### config.mk
export PLATFORM = sky130hd
export DESIGN_NAME = transferAck
export DESIGN_NICKNAME = d
export VERILOG_FILES = /design/src/logic/tackPkg.sv /design/src/logic/tackIfs.sv /design/src/logic/busFrontEnd.sv /design/src/logic/waitTimer.sv /design/src/logic/cycleTerminator.sv /design/src/logic/tackDriver.sv /design/src/logic/transferAck.sv
export VERILOG_INCLUDE_DIRS = /design/src /design/src/logic
export SDC_FILE = /design/constraint.sdc
export NUM_CORES = 1
export LEC_CHECK = 0
export BUFFER_PORTS_ARGS = -buffer_cell sky130_fd_sc_hd__buf_4
export CAP_MARGIN = 30
export CORE_ASPECT_RATIO = 1.4
export CORE_MARGIN = 4
export CORE_UTILIZATION = 44
export DETAILED_ROUTE_END_ITERATION = 10
export PLACE_DENSITY_LB_ADDON = 0.3
export SLEW_MARGIN = 40
export SYNTH_ARGS = -nofsm -noshare
export SYNTH_HDL_FRONTEND = slang
export SYNTH_SLANG_ARGS = --single-unit
### constraint.sdc
create_clock -name CLK40 -period 1.8 [get_ports CLK40]
set_input_delay 0.18 -clock CLK40 [delete_from_list [all_inputs] [get_ports CLK40]]
set_output_delay 0.18 -clock CLK40 [all_outputs]
set_load 0.005 [all_outputs]
### src/logic/tack_cfg.svh
////////////////////////////////////////
// Transfer acknowledge timing constants
// Wait lengths in CLK40 cycles
////////////////////////////////////////

`ifndef TACK_CFG_SVH
`define TACK_CFG_SVH

// ROM wait after start strobe, per jumper code
`define ROM_WAIT_0 1
`define ROM_WAIT_1 2
`define ROM_WAIT_2 4
`define ROM_WAIT_3 6

// RTC cycles are slow, about 2us
`define RTC_WAIT 80

// Unclaimed cycle timeout, about 3us
`define TIMEOUT_WAIT 125

// Autovector acks as fast as possible
`define IRQ_WAIT 1

`endif

### src/logic/tackPkg.sv
////////////////////////////////////////
// Shared types for the transfer ack unit
// Jumper codes, counters, driver phases
////////////////////////////////////////

package tackPkg;

    // ROM delay jumper code
    // Names give the approximate access time
    typedef enum logic [1:0] {
        romDelay75ns  = 2'd0,
        romDelay100ns = 2'd1,
        romDelay150ns = 2'd2,
        romDelay200ns = 2'd3
    } romDelay_e;

    // RTC wait counter, 80 fits in 7 bits
    typedef logic [6:0] rtcCount_t;

    // Timeout counter, 125 fits in 7 bits
    typedef logic [6:0] timeoutCount_t;

    // TACK driver sequence
    // Idle, drive low one clock, drive high one clock
    typedef enum logic [1:0] {
        tackIdle    = 2'd0,
        tackAssert  = 2'd1,
        tackRelease = 2'd2
    } tackPhase_e;

endpackage

### src/logic/tackIfs.sv
////////////////////////////////////////
// Internal buses of the transfer ack unit
// Cycle start info and termination requests
////////////////////////////////////////

`timescale 1ns/1ps

// Registered CPU strobe, selects and CIA status
interface cycleStartIf;
    // One clock pulse per TS
    logic tsStrobe;
    // Address space selects, active high
    logic romSel;
    logic rtcSel;
    logic autovector;
    logic agnusSel;
    // Synchronized CIA status
    logic ciaEnabled;
    logic ciaFall;
    // Registered external ack
    logic extAck;

    modport source (
        output tsStrobe, romSel, rtcSel, autovector, agnusSel,
        output ciaEnabled, ciaFall, extAck
    );

    modport sink (
        input tsStrobe, romSel, rtcSel, autovector, agnusSel,
        input ciaEnabled, ciaFall, extAck
    );
endinterface

// One clock termination requests, one per source
interface termReqIf;
    logic romReq;
    logic rtcReq;
    logic irqReq;
    logic ciaReq;
    logic timeoutReq;
    logic extReq;

    modport source (output romReq, rtcReq, irqReq, ciaReq, timeoutReq, extReq);

    modport sink (input romReq, rtcReq, irqReq, ciaReq, timeoutReq, extReq);
endinterface

### src/logic/busFrontEnd.sv
////////////////////////////////////////
// Bus front end
// Registers TS and selects, syncs the CIA
// clock and enable, registers external ack
////////////////////////////////////////

`timescale 1ns/1ps

module busFrontEnd (
    input  logic CLK40,
    input  logic DELAYED_TACK_RST,
    input  logic tsN,
    input  logic romSelN,
    input  logic rtcSelN,
    input  logic autovector,
    input  logic agnusSpace,
    input  logic ciaEnable,
    input  logic ciaClk,
    input  logic extAck,
    cycleStartIf.source start
);

    // Two stage synchronizers, index 1 is the safe one
    logic [1:0] ciaClkSync;
    logic [1:0] ciaEnSync;
    // Previous synchronized CIA clock
    logic ciaClkLast;

    ////////////////////////////////////////
    // CPU side
    ////////////////////////////////////////

    // Strobe and selects land in the same clock
    always_ff @(posedge CLK40 or posedge DELAYED_TACK_RST) begin
        if (DELAYED_TACK_RST) begin
            start.tsStrobe   <= 1'b0;
            start.romSel     <= 1'b0;
            start.rtcSel     <= 1'b0;
            start.autovector <= 1'b0;
            start.agnusSel   <= 1'b0;
            start.extAck     <= 1'b0;
        end else begin
            start.tsStrobe   <= ~tsN;
            start.romSel     <= ~romSelN;
            start.rtcSel     <= ~rtcSelN;
            start.autovector <= autovector;
            // Tracks the pin, timeout clears while high
            start.agnusSel   <= agnusSpace;
            start.extAck     <= extAck;
        end
    end

    ////////////////////////////////////////
    // CIA side
    ////////////////////////////////////////

    always_ff @(posedge CLK40 or posedge DELAYED_TACK_RST) begin
        if (DELAYED_TACK_RST) begin
            ciaClkSync    <= 2'b00;
            ciaEnSync     <= 2'b00;
            ciaClkLast    <= 1'b0;
            start.ciaFall <= 1'b0;
        end else begin
            ciaClkSync <= {ciaClkSync[0], ciaClk};
            ciaEnSync  <= {ciaEnSync[0], ciaEnable};
            ciaClkLast <= ciaClkSync[1];
            // High to low on the synced clock
            start.ciaFall <= ciaClkLast & ~ciaClkSync[1];
        end
    end

    assign start.ciaEnabled = ciaEnSync[1];

endmodule

### src/logic/waitTimer.sv
////////////////////////////////////////
// Wait timer
// Counts from a start pulse up to LIMIT,
// then pulses done for one clock
////////////////////////////////////////

`timescale 1ns/1ps

module waitTimer #(
    parameter type countT = logic [6:0],
    parameter int  LIMIT  = 1
) (
    input  logic CLK40,
    input  logic DELAYED_TACK_RST,
    input  logic start,
    input  logic clear,
    output logic done
);

    countT count;
    logic  busy;

    always_ff @(posedge CLK40 or posedge DELAYED_TACK_RST) begin
        if (DELAYED_TACK_RST) begin
            count <= '0;
            busy  <= 1'b0;
            done  <= 1'b0;
        end else if (clear) begin
            // Cancel wins over a new start
            count <= '0;
            busy  <= 1'b0;
            done  <= 1'b0;
        end else begin
            done <= 1'b0;
            if (busy) begin
                if (count == countT'(LIMIT)) begin
                    // Limit reached, one pulse then idle
                    done  <= 1'b1;
                    busy  <= 1'b0;
                    count <= '0;
                end else begin
                    count <= count + countT'(1);
                end
            end else if (start) begin
                // Start edge already counts as one
                count <= countT'(1);
                busy  <= 1'b1;
            end
        end
    end

endmodule

### src/logic/cycleTerminator.sv
////////////////////////////////////////
// Cycle terminator
// Per address space wait timing, issues
// one clock termination requests
////////////////////////////////////////

`timescale 1ns/1ps
`include "tack_cfg.svh"

module cycleTerminator (
    input  logic CLK40,
    input  logic DELAYED_TACK_RST,
    input  tackPkg::romDelay_e romDelay,
    input  logic tackActive,
    cycleStartIf.sink start,
    termReqIf.source req
);

    // CIA sequencer states, local to this block
    typedef enum logic [1:0] {
        ciaIdle  = 2'd0,
        ciaArmed = 2'd1,
        ciaHold  = 2'd2
    } ciaState_e;

    logic [2:0] romLimit;
    logic [2:0] romCount;
    logic       romBusy;
    logic [`IRQ_WAIT-1:0] irqStage;
    ciaState_e  ciaState;
    logic       extAckLast;
    logic       rtcDone;
    logic       timeoutDone;

    ////////////////////////////////////////
    // ROM cycle
    ////////////////////////////////////////

    // Jumper selects the ROM access time
    always_comb begin
        case (romDelay)
            tackPkg::romDelay75ns:  romLimit = 3'(`ROM_WAIT_0);
            tackPkg::romDelay100ns: romLimit = 3'(`ROM_WAIT_1);
            tackPkg::romDelay150ns: romLimit = 3'(`ROM_WAIT_2);
            default:                romLimit = 3'(`ROM_WAIT_3);
        endcase
    end

    always_ff @(posedge CLK40 or posedge DELAYED_TACK_RST) begin
        if (DELAYED_TACK_RST) begin
            romCount   <= 3'd0;
            romBusy    <= 1'b0;
            req.romReq <= 1'b0;
        end else begin
            req.romReq <= 1'b0;
            if (romBusy) begin
                if (romCount == romLimit) begin
                    req.romReq <= 1'b1;
                    romBusy    <= 1'b0;
                    romCount   <= 3'd0;
                end else begin
                    romCount <= romCount + 3'd1;
                end
            end else if (start.tsStrobe && start.romSel) begin
                // Strobe clock counts as the first
                romCount <= 3'd1;
                romBusy  <= 1'b1;
            end
        end
    end

    ////////////////////////////////////////
    // IRQ acknowledge
    ////////////////////////////////////////

    // All interrupts are autovectored
    // Short delay line, no data moves
    always_ff @(posedge CLK40 or posedge DELAYED_TACK_RST) begin
        if (DELAYED_TACK_RST) begin
            irqStage   <= '0;
            req.irqReq <= 1'b0;
        end else begin
            irqStage   <= (irqStage << 1) | `IRQ_WAIT'(start.tsStrobe & start.autovector);
            req.irqReq <= irqStage[`IRQ_WAIT-1];
        end
    end

    ////////////////////////////////////////
    // CIA cycle
    ////////////////////////////////////////

    // Ack on the CIA clock falling edge
    // One ack per enable period
    always_ff @(posedge CLK40 or posedge DELAYED_TACK_RST) begin
        if (DELAYED_TACK_RST) begin
            ciaState   <= ciaIdle;
            req.ciaReq <= 1'b0;
        end else begin
            req.ciaReq <= 1'b0;
            case (ciaState)
                ciaIdle: begin
                    if (start.ciaEnabled) begin
                        ciaState <= ciaArmed;
                    end
                end
                ciaArmed: begin
                    if (!start.ciaEnabled) begin
                        // Enable went away before the edge
                        ciaState <= ciaIdle;
                    end else if (start.ciaFall) begin
                        req.ciaReq <= 1'b1;
                        ciaState   <= ciaHold;
                    end
                end
                ciaHold: begin
                    // Wait for enable to drop
                    if (!start.ciaEnabled) begin
                        ciaState <= ciaIdle;
                    end
                end
                default: ciaState <= ciaIdle;
            endcase
        end
    end

    ////////////////////////////////////////
    // RTC and timeout waits
    ////////////////////////////////////////

    // Any ack on the bus cancels the RTC wait
    waitTimer #(
        .countT (tackPkg::rtcCount_t),
        .LIMIT  (`RTC_WAIT)
    ) rtcWait (
        .CLK40            (CLK40),
        .DELAYED_TACK_RST (DELAYED_TACK_RST),
        .start            (start.tsStrobe & start.rtcSel),
        .clear            (tackActive),
        .done             (rtcDone)
    );

    // Every cycle starts the timeout
    // Agnus space is ended elsewhere, keep clear
    waitTimer #(
        .countT (tackPkg::timeoutCount_t),
        .LIMIT  (`TIMEOUT_WAIT)
    ) timeoutWait (
        .CLK40            (CLK40),
        .DELAYED_TACK_RST (DELAYED_TACK_RST),
        .start            (start.tsStrobe),
        .clear            (tackActive | start.agnusSel),
        .done             (timeoutDone)
    );

    assign req.rtcReq     = rtcDone;
    assign req.timeoutReq = timeoutDone;

    ////////////////////////////////////////
    // External acknowledge
    ////////////////////////////////////////

    // Rising edge only, one request per ack
    always_ff @(posedge CLK40 or posedge DELAYED_TACK_RST) begin
        if (DELAYED_TACK_RST) begin
            extAckLast <= 1'b0;
            req.extReq <= 1'b0;
        end else begin
            extAckLast <= start.extAck;
            req.extReq <= start.extAck & ~extAckLast;
        end
    end

endmodule

### src/logic/tackDriver.sv
////////////////////////////////////////
// TACK driver
// Low pulse, high release, then let go
// TBI follows TACK, TCI stays high for ROM
////////////////////////////////////////

`timescale 1ns/1ps

module tackDriver (
    input  logic CLK40,
    input  logic DELAYED_TACK_RST,
    termReqIf.sink req,
    output logic tackN,
    output logic tbiN,
    output logic tciN,
    output logic tackOe,
    output logic tackActive
);

    tackPkg::tackPhase_e phase;
    // Current cycle is a ROM cycle
    logic romCycle;
    logic anyReq;

    assign anyReq = req.romReq | req.rtcReq | req.irqReq |
                    req.ciaReq | req.timeoutReq | req.extReq;

    // Requests outside idle are dropped
    always_ff @(posedge CLK40 or posedge DELAYED_TACK_RST) begin
        if (DELAYED_TACK_RST) begin
            phase    <= tackPkg::tackIdle;
            romCycle <= 1'b0;
        end else begin
            case (phase)
                tackPkg::tackIdle: begin
                    if (anyReq) begin
                        phase    <= tackPkg::tackAssert;
                        romCycle <= req.romReq;
                    end
                end
                tackPkg::tackAssert: phase <= tackPkg::tackRelease;
                tackPkg::tackRelease: phase <= tackPkg::tackIdle;
                default: phase <= tackPkg::tackIdle;
            endcase
        end
    end

    // Outputs decoded from the phase
    assign tackN      = (phase != tackPkg::tackAssert);
    // No bursts, always inhibit
    assign tbiN       = tackN;
    // ROM data is cacheable
    assign tciN       = tackN | romCycle;
    assign tackOe     = (phase != tackPkg::tackIdle);
    assign tackActive = tackOe;

endmodule

### src/logic/transferAck.sv
////////////////////////////////////////
// Transfer acknowledge unit, top level
// 68040 bus cycle termination
////////////////////////////////////////

`timescale 1ns/1ps

module transferAck (
    input  logic       CLK40,
    input  logic       DELAYED_TACK_RST,
    input  logic       tsN,
    input  logic       romSelN,
    input  logic       rtcSelN,
    input  logic       autovector,
    input  logic       agnusSpace,
    input  logic       ciaEnable,
    input  logic       ciaClk,
    input  logic       extAck,
    input  logic [1:0] romDelay,
    output logic       tackN,
    output logic       tbiN,
    output logic       tciN,
    output logic       tackOe
);

    // Front end to terminator
    cycleStartIf startBus ();
    // Terminator to driver
    termReqIf reqBus ();
    // Ack in progress, cancels pending waits
    logic tackActive;

    busFrontEnd frontEnd (
        .CLK40            (CLK40),
        .DELAYED_TACK_RST (DELAYED_TACK_RST),
        .tsN              (tsN),
        .romSelN          (romSelN),
        .rtcSelN          (rtcSelN),
        .autovector       (autovector),
        .agnusSpace       (agnusSpace),
        .ciaEnable        (ciaEnable),
        .ciaClk           (ciaClk),
        .extAck           (extAck),
        .start            (startBus.source)
    );

    cycleTerminator terminator (
        .CLK40            (CLK40),
        .DELAYED_TACK_RST (DELAYED_TACK_RST),
        .romDelay         (tackPkg::romDelay_e'(romDelay)),
        .tackActive       (tackActive),
        .start            (startBus.sink),
        .req              (reqBus.source)
    );

    tackDriver driver (
        .CLK40            (CLK40),
        .DELAYED_TACK_RST (DELAYED_TACK_RST),
        .req              (reqBus.sink),
        .tackN            (tackN),
        .tbiN             (tbiN),
        .tciN             (tciN),
        .tackOe           (tackOe),
        .tackActive       (tackActive)
    );

endmodule

==> flow_metrics.env, run 1 <==
export IMPL_arrival_ns=1.83
export IMPL_start_util_pct=45.54
export IMPL_hpwl_um=2517
export IMPL_post_cts_buffers=0
export IMPL_syn_area_mm2=0.001931
export IMPL_avgRoutedWirePerCell_um=13.95
export IMPL_power_density_mw_per_mm2=1296
export IMPL_ctsLongestPathBuffers=2
export IMPL_drt_iter0_markers=63
export IMPL_yosysWarnings=0
export IMPL_finalSetupTns_ns=0
export IMPL_clock_latency_ns=0.30
export IMPL_final_nets=215
export IMPL_fmax_mhz=602.0
export IMPL_die_area_mm2=0.005526
export IMPL_cp_num_buf_inv=0
export IMPL_cp_end_kind="flip-flop"
export IMPL_area_growth_pct=20.93
export IMPL_core_area_mm2=0.004239
export IMPL_total_power_uw=3025
export IMPL_vias_per_cell=5.154
export IMPL_power_leakage_uw=0.001044
export IMPL_hold_class="in -> reg"
export IMPL_postSynthNetCount=187
export IMPL_grt_max_degree=46
export IMPL_rows=28
export IMPL_cts_root_buffer="clkbuf_8"
export IMPL_worstMarginPinSlew_ns=0.5259
export IMPL_yosys_register_bits=45
export IMPL_ys_types=43
export IMPL_drive_gt1_share_pct=16.58
export IMPL_path_delay_family="simple AND/OR/NAND/NOR gates"
export IMPL_startpoint_type="flip-flop"
export IMPL_nFillCells=378
export IMPL_drt_total_wl_um=3613
export IMPL_htreeDepth=2
export IMPL_vias=1335
export IMPL_n_antenna_cell=0
export IMPL_finalMaxSlewViolations=0
export IMPL_finalSetupViolCount=0
export IMPL_synth_async_reset_ratio_pct=100.0
export IMPL_rsz0062_at_grt="no"
export IMPL_drc=0
export IMPL_ys_flop_type="dfrtp_1"
export IMPL_required_ns=1.97
export IMPL_grt_pass1_wl_um=6272
export IMPL_status="complete, no violations"
export IMPL_cts_sinks=45
export IMPL_first_pass_iters=4
export IMPL_seqCellArea_mm2=0.001126
export IMPL_yosysSeqAreaShare_pct=58.33
export IMPL_synth_edf_count=0
export IMPL_grt_overflow=0
export IMPL_min_period_ns=1.661
export IMPL_tritoncts="done"
export IMPL_crit_chain="nor4b_1 > nand3_1 > a31oi_1 > nor2_1"
export IMPL_hold_viol=0
export IMPL_path_class="reg -> reg"
export IMPL_cts_made_buffers=5
export IMPL_fin_crit_sh_pct=92.28
export IMPL_io_buffers=15
export IMPL_cts_resized_gates=0
export IMPL_antenna_found_initial=0
export IMPL_grt_pass1_vias=1436
export IMPL_die_width_um=63.98
export IMPL_synthCells=170
export IMPL_irDropWorstVdd_v=0.0007910
export IMPL_place_gp_congestion=0.8837
export IMPL_slew_headroom_pct=64.94
export IMPL_clock_skew_ns=0.007800
export IMPL_ioPinCount=16
export IMPL_crit_path_top_delay_cell="dfrtp_1"
export IMPL_slowest_delay_ns=0.45
export IMPL_multi_input_area_um2=733.2
export IMPL_path_max_fanout=5
export IMPL_antenna_left=0
export IMPL_clkTransAtPathRegs_ns=0.09
export IMPL_grtUsageTotal_pct=14.68
export IMPL_syn_mean_instance_area_um2=11.36
export IMPL_cap_violations=0
export IMPL_die_height_um=86.38
-- power by group --
part	internal, uW	switching [uW]	leakage (uW)
Combinational	364	389	0.000395
Sequential	1160	199	0.000580
Clock	559	359	0.0000687
Total	2080	947	0.00104
-- worst register-to-register path: stages, from the launching register on --
cell     delay [ns]
dfrtp_1        0.45
nor4b_1        0.40
nand3_1        0.19
a31oi_1        0.37
nor2_1         0.12
-- sequential cells by signal (all words and copies together), names as in the netlist, 2 cells and up --
register / count
terminator.ciaState: 2
driver.phase: 2
frontEnd.ciaClkSync: 2
terminator.timeoutWait.count: 7
frontEnd.ciaEnSync: 2
terminator.rtcWait.count: 7
terminator.romCount: 3
-- stage by stage --
step	instances	setup slack (ns)	hold slack, ns	utilization, %	area, um2
2_1_floorplan	170	0.3422	0.2114	-	1931
3_3_place_gp	244	0.2701	0.2655	50.18	2127
3_5_place_dp	244	0.1713	0.2701	50.18	2127
4_1_cts	258	0.1298	0.006630	54.84	2325
5_1_grt	259	0.05933	0.009592	55.08	2335
6_report	259	0.1390	0.01169	55.08	2335
-- kinds of logic after synthesis --
logic type	count (synthesis)	synth area share [%]
flip-flops	45	58.33
AO/OA/AOI/OAI	25	10.82
XOR/XNOR	10	4.536
buffers and inverters	16	3.694
adder cells (fa/ha/maj)	5	3.240
AND/OR/NAND/NOR	66	17.76
multiplexers	3	1.620
-- path summary, 6_finish.rpt --
| kind | endpoint | depth (start not counted) | from | slack (ns) |
|---|---|---|---|---|
| max | terminator.rtcWait.count[4] | 4 | terminator.rtcWait.count[3] | 0.14 |
| min | frontEnd.start.rtcSel | 2 | rtcSelN | 0.01 |
| max reg2reg | terminator.rtcWait.count[4] | 4 | terminator.rtcWait.count[3] | 0.14 |
| min reg2reg | terminator.req.irqReq | 0 | terminator.irqStage | 0.35 |
| max in group asynchronous | terminator.romCount[2] | 4 | DELAYED_TACK_RST | 1.10 |
| min in group asynchronous | frontEnd.start.ciaFall | 4 | DELAYED_TACK_RST | 0.49 |
-- per-layer routing --
metal | GRT usage [%] | wire length [um] | vias to the layer above
met2 | 25.68 | 1852 | 30
li1 | - | - | 642
met5 | 0 | 0 | -
met4 | 6.483 | 82 | 0
met3 | 4.150 | 147 | 8
met1 | 16.50 | 1531 | 655
-- cell usage after synthesis (3+ instances only) --
cell       count  area, um2
o2111ai_1      3      26.28
xnor2_1        5      43.79
nor2b_1        3      18.77
o21ai_0        4      20.02
inv_1         12      45.04
nand3_1        5      25.02
a21oi_1        5      25.02
xor2_1         5      43.79
ha_1           5      62.56
dfrtp_1       45       1126
nor2_1        18      67.56
nand2_1       14      52.55
and2_1         3      18.77
nand2b_1       3      18.77
nand3b_1       3      22.52
-- cell type report --
class | count | area share [%]
multi-input combinational | 109 | 31.40
tap | 60 | 3.215
inverter | 12 | 1.929
timing repair buffer | 25 | 9.325
clock buffer | 5 | 2.947
clock inverter | 3 | 2.947
sequential | 45 | 48.23
-- timing repair --
action | in CTS | in global routing
hold buffers | 6 | 1
hold endpoints to repair | 50 | 1
endpoints found under the setup margin | 0 | 0
-- layout by cell type (no fill, tap or decap), types with 3 or more instances in the layout --
| cell | netlist | layout |
|---|---|---|
| nand3_1 | 5 | 5 |
| a21oi_1 | 5 | 5 |
| ha_1 | 5 | 5 |
| nand2_1 | 14 | 14 |
| xor2_1 | 5 | 5 |
| nor2_1 | 18 | 18 |
| dfrtp_1 | 45 | 45 |
| buf_4 | 1 | 17 |
| and2_1 | 3 | 3 |
| inv_1 | 12 | 12 |
| nor2b_1 | 3 | 3 |
| nand2b_1 | 3 | 3 |
| o21ai_0 | 4 | 4 |
| xnor2_1 | 5 | 5 |
| nand3b_1 | 3 | 3 |
| clkbuf_8 | 0 | 5 |
| o2111ai_1 | 3 | 3 |
| dlygate4sd3_1 | 0 | 7 |
Note: power is estimated with default switching activity, not from simulation.
==> run 2: changes to the inputs <==
--- a/config.mk
+++ b/config.mk
@@ -13,6 +13,7 @@
 export CORE_UTILIZATION = 44
 export DETAILED_ROUTE_END_ITERATION = 10
 export PLACE_DENSITY_LB_ADDON = 0.3
+export RECOVER_POWER = 100
 export SLEW_MARGIN = 40
 export SYNTH_ARGS = -nofsm -noshare
 export SYNTH_HDL_FRONTEND = slang
==> run 2 against run 1 <==
Effect of this change:
- cell count is the same
- total power shrank 1.2%
- final area shrank 1.4%
- critical endpoint unchanged
- critical path type unchanged
- sequential power is essentially flat
- die area is the same
- core utilization shrank 0.80 points
- global-route usage is the same
- largest power group unchanged
- fmax grew 0.37%
- largest cell class unchanged
==> flow_metrics.env, run 2 (synthesis results as in run 1) <==
export IMPL_grt_pass1_wl_um=6272
export IMPL_clkTransAtPathRegs_ns=0.09
export IMPL_drt_iter0_markers=58
export IMPL_top_regs="terminator.rtcWait.count (7), terminator.timeoutWait.count (7), terminator.romCount (3)"
export IMPL_die_height_um=86.38
export IMPL_total_power_uw=2988
export IMPL_clock_skew_ns=0.007852
export IMPL_grt_pass1_vias=1436
export IMPL_area_growth_pct=19.18
export IMPL_vias_per_cell=5.216
export IMPL_ioPinCount=16
export IMPL_power_leakage_uw=0.001026
export IMPL_n_antenna_cell=0
export IMPL_avgRoutedWirePerCell_um=13.86
export IMPL_slew_headroom_pct=28.77
export IMPL_finalMaxSlewViolations=0
export IMPL_hold_viol=0
export IMPL_rsz0062_at_grt="no"
export IMPL_nFillCells=381
export IMPL_worst_r2r_endpoint="terminator.rtcWait.count[4]"
export IMPL_ff2ff_path_depth=4
export IMPL_final_cell_mix="dfrtp_1 (45), nor2_1 (18), nand2_1 (14)"
export IMPL_status="complete, no violations"
export IMPL_cp_end_kind="flip-flop"
export IMPL_io_buffers=15
export IMPL_place_gp_congestion=0.8837
export IMPL_reg2reg_slack_ns=0.15
export IMPL_die_area_mm2=0.005526
export IMPL_drt_total_wl_um=3590
export IMPL_finalSetupViolCount=0
export IMPL_fmax_mhz=604.3
export IMPL_cap_violations=0
export IMPL_start_util_pct=45.54
export IMPL_vias=1351
export IMPL_cts_made_buffers=5
export IMPL_htreeDepth=2
export IMPL_drc=0
export IMPL_core_area_mm2=0.004239
export IMPL_path_max_fanout=5
export IMPL_die_width_um=63.98
export IMPL_grt_overflow=0
export IMPL_cts_root_buffer="clkbuf_8"
export IMPL_final_nets=215
export IMPL_first_pass_iters=4
export IMPL_path_class="reg -> reg"
export IMPL_tritoncts="done"
export IMPL_worstMarginPinSlew_ns=1.068
export IMPL_rows=28
export IMPL_final_common_cell="dfrtp_1"
export IMPL_post_cts_buffers=0
export IMPL_regToRegStartpoint="terminator.rtcWait.count[3]"
export IMPL_finalSetupTns_ns=0
export IMPL_clock_latency_ns=0.30
export IMPL_crit_path_end="terminator.rtcWait.count[4]"
export IMPL_hold_class="in -> reg"
export IMPL_min_period_ns=1.655
export IMPL_ctsLongestPathBuffers=2
export IMPL_power_density_mw_per_mm2=1299
export IMPL_hpwl_um=2517
export IMPL_arrival_ns=1.83
export IMPL_irDropWorstVdd_v=0.0007851
export IMPL_required_ns=1.97
export IMPL_grtUsageTotal_pct=14.68
export IMPL_antenna_found_initial=0
export IMPL_fin_crit_sh_pct=91.94
export IMPL_antenna_left=0
export IMPL_grt_max_degree=46
export IMPL_cts_sinks=45
export IMPL_startpoint_type="flip-flop"
export IMPL_drive_gt1_share_pct=14.57
export IMPL_crit_start="terminator.rtcWait.count[3]"
[run 2: cell types whose count changed in the layout (fill, tap and decap cells not counted), sizes merged]
cell    change
buf        -15
clkbuf     +15
[run 2: how the worst min path moves through the flow]
stage                                 from                endpoint  slack [ns]  cells past startpoint
after floorplan                     ciaClk  frontEnd.ciaClkSync[0]        0.21                      0
after global placement    DELAYED_TACK_RST  frontEnd.ciaClkSync[1]        0.27                      3
after detailed placement  DELAYED_TACK_RST  frontEnd.ciaClkSync[1]        0.27                      3
after CTS                          romSelN   frontEnd.start.romSel       0.007                      2
after global routing               romSelN   frontEnd.start.romSel        0.03                      2
final                              romSelN   frontEnd.start.romSel        0.04                      2
[run 2: cell type report]
| class | count | area (um2) | area share, % |
|---|---|---|---|
| Sequential cell | 45 | 1126 | 48.94 |
| Inverter | 12 | 45.04 | 1.958 |
| Multi-Input combinational cell | 109 | 718.2 | 31.21 |
| Timing Repair Buffer | 25 | 198.9 | 8.646 |
| Clock inverter | 3 | 68.82 | 2.991 |
| Clock buffer | 5 | 68.82 | 2.991 |
| Tap cell | 60 | 75.07 | 3.263 |
[run 2: routing by layer]
metal  vias to the layer above  wire length (um)  GRT usage (%)
li1                        639                 -              -
met1                       674              1487          16.50
met2                        30              1858          25.68
met3                         8               162          4.150
met4                         0                82          6.483
met5                         -                 0              0
[run 2: through the flow]
stage	worst slack, ns	utilization [%]	instance area, um2	cells	hold slack [ns]
after floorplan	0.3422	-	1931	170	0.2114
after CTS	0.1298	54.84	2325	258	0.006630
after detailed placement	0.1713	50.18	2127	244	0.2701
after global routing	0.05001	54.28	2301	259	0.03443
after global placement	0.2701	50.18	2127	244	0.2655
final	0.1452	54.28	2301	259	0.03555
[run 2: report_power, final]
group          switching [uW]  internal [uW]  total [uW]
combinational             379            343         722
sequential                197           1160        1350
clock                     356            559         914
total                     931           2060        2990
[run 2: critical path: stages, from the launching register on]
cell and delay, ns:
dfrtp_1 0.45, nor4b_1 0.40, nand3_1 0.19, a31oi_1 0.37
nor2_1 0.11
[run 2: repair_timing]
action / in CTS / in global routing
hold buffers: 6 / 1
resized for setup: 0 / 0
endpoints found under the hold margin: 50 / 1
==> run 3: changes to the inputs <==
--- a/config.mk
+++ b/config.mk
@@ -13,7 +13,7 @@
 export CORE_UTILIZATION = 44
 export DETAILED_ROUTE_END_ITERATION = 10
 export PLACE_DENSITY_LB_ADDON = 0.3
-export RECOVER_POWER = 100
+export RECOVER_POWER = 25
 export SLEW_MARGIN = 40
 export SYNTH_ARGS = -nofsm -noshare
 export SYNTH_HDL_FRONTEND = slang
==> run 3 against run 2 <==
Effect of this change:
- sequential power about the same
- fmax down 0.34%
- clock power about the same
- flip-flop and latch count unchanged
- core utilization up 0.44 points
- sequential share of layout area down 0.40 points
- combinational power up 3.6%
==> flow_metrics.env, run 3 (synthesis results as in run 1) <==
export IMPL_core_area_mm2=0.004239
export IMPL_start_util_pct=45.54
export IMPL_dpl_worst_slack_ns=0.1713
export IMPL_path_max_fanout=5
export IMPL_grtUsageTotal_pct=14.68
export IMPL_drc=0
export IMPL_cts_made_buffers=5
export IMPL_required_ns=1.97
export IMPL_first_pass_iters=4
export IMPL_drt_iter0_markers=63
export IMPL_fmax_mhz=602.2
export IMPL_final_cell_mix="dfrtp_1 (45), nor2_1 (18), nand2_1 (14)"
export IMPL_hold_viol=0
export IMPL_power_frac_clock_pct=30.4
export IMPL_n_antenna_cell=0
export IMPL_hold_class="in -> reg"
export IMPL_io_buffers=15
export IMPL_place_gp_congestion=0.8837
export IMPL_p_seq_share_pct=44.8
export IMPL_fin_crit_sh_pct=92.25
export IMPL_slew_headroom_pct=28.33
export IMPL_startpoint_type="flip-flop"
export IMPL_finalSetupViolCount=0
export IMPL_die_area_mm2=0.005526
export IMPL_tritoncts="done"
export IMPL_ioPinCount=16
export IMPL_cts_sinks=45
export IMPL_vias=1337
export IMPL_final_nets=215
export IMPL_grt_pass1_wl_um=6272
export IMPL_finalMaxSlewViolations=0
export IMPL_rsz0062_at_grt="no"
export IMPL_hpwl_um=2517
export IMPL_die_height_um=86.38
export IMPL_cts_resized_gates=0
export IMPL_grt_pass1_vias=1436
export IMPL_irDropWorstVdd_v=0.0007906
export IMPL_holdPathStages=2
export IMPL_swShare_pct=31.32
export IMPL_cap_violations=0
export IMPL_total_power_uw=3019
export IMPL_internal_power_uw=2073
export IMPL_cts_root_buffer="clkbuf_8"
export IMPL_htreeDepth=2
export IMPL_worstMarginPinSlew_ns=1.075
export IMPL_final_common_cell="dfrtp_1"
export IMPL_arrival_ns=1.83
export IMPL_hold_worst_slack_ns=0.03440
export IMPL_top_regs="terminator.rtcWait.count (7), terminator.timeoutWait.count (7), terminator.romCount (3)"
export IMPL_antenna_left=0
export IMPL_setup_ws_ns=0.1396
export IMPL_power_density_mw_per_mm2=1301
export IMPL_ff2ff_path_depth=4
export IMPL_cp_end_kind="flip-flop"
export IMPL_antenna_found_initial=0
export IMPL_grt_overflow=0
export IMPL_grt_max_degree=46
export IMPL_die_width_um=63.98
export IMPL_status="complete, no violations"
export IMPL_clkTransAtPathRegs_ns=0.09
export IMPL_cts_hold_buf=6
export IMPL_path_class="reg -> reg"
export IMPL_power_leakage_uw=0.001037
export IMPL_clock_skew_ns=0.007898
export IMPL_combinationalPowerShare_pct=24.8
export IMPL_area_growth_pct=20.16
export IMPL_finalSetupTns_ns=0
export IMPL_vias_per_cell=5.162
export IMPL_nFillCells=380
export IMPL_avgRoutedWirePerCell_um=13.94
export IMPL_seqCellArea_mm2=0.001126
export IMPL_clock_latency_ns=0.30
export IMPL_multi_input_area_um2=733.2
export IMPL_drive_gt1_share_pct=16.58
export IMPL_rows=28
export IMPL_min_period_ns=1.660
export IMPL_ctsLongestPathBuffers=2
export IMPL_drt_total_wl_um=3611
export IMPL_post_cts_buffers=0
export IMPL_switchingPower_uw=945.4
## run 3: power groups by stage
stage	Clock (uW)	Combinational, uW	Sequential [uW]
3_3_place_gp	0	705	1360
3_5_place_dp	0	743	1370
2_1_floorplan	0	558	1300
6_report	917	748	1350
5_1_grt	994	831	1380
4_1_cts	931	761	1350
## run 3: through the flow
step | cell area, um2 | instances | util [%]
after floorplan | 1931 | 170 | -
after detailed placement | 2127 | 244 | 50.18
final | 2320 | 259 | 54.72
after global routing | 2320 | 259 | 54.72
after global placement | 2127 | 244 | 50.18
after CTS | 2325 | 258 | 54.84
## run 3: path summary, 6_finish.rpt
| path | start | endpoint | slack, ns |
|---|---|---|---|
| min in group asynchronous | DELAYED_TACK_RST | terminator.ciaState[1] | 0.78 |
| max in group asynchronous | DELAYED_TACK_RST | terminator.romCount[2] | 0.37 |
| hold / removal | rtcSelN | frontEnd.start.rtcSel | 0.03 |
| setup reg to reg | terminator.rtcWait.count[3] | terminator.rtcWait.count[4] | 0.14 |
| hold reg to reg | terminator.irqStage | terminator.req.irqReq | 0.35 |
| setup / recovery | terminator.rtcWait.count[3] | terminator.rtcWait.count[4] | 0.14 |
## run 3: routing by layer
metal | track usage (%) | wire [um] | part of all wire [%]
met4 | 6.483 | 82 | 2.3
met1 | 16.50 | 1535 | 43
met2 | 25.68 | 1849 | 51
met5 | 0 | 0 | 0
met3 | 4.150 | 143 | 4.0
## run 3: worst max-delay path, stage by stage, from the launching register on
cell     delay [ns]
dfrtp_1        0.45
nor4b_1        0.40
nand3_1        0.19
a31oi_1        0.37
nor2_1         0.12
## run 3: final cells by class
| cell class | count | share of cell area [%] |
|---|---|---|
| Sequential cell | 45 | 48.54 |
| Multi-Input combinational cell | 109 | 31.61 |
| Timing Repair Buffer | 25 | 8.738 |
| Tap cell | 60 | 3.236 |
| Clock buffer | 5 | 2.967 |
| Clock inverter | 3 | 2.967 |
| Inverter | 12 | 1.942 |
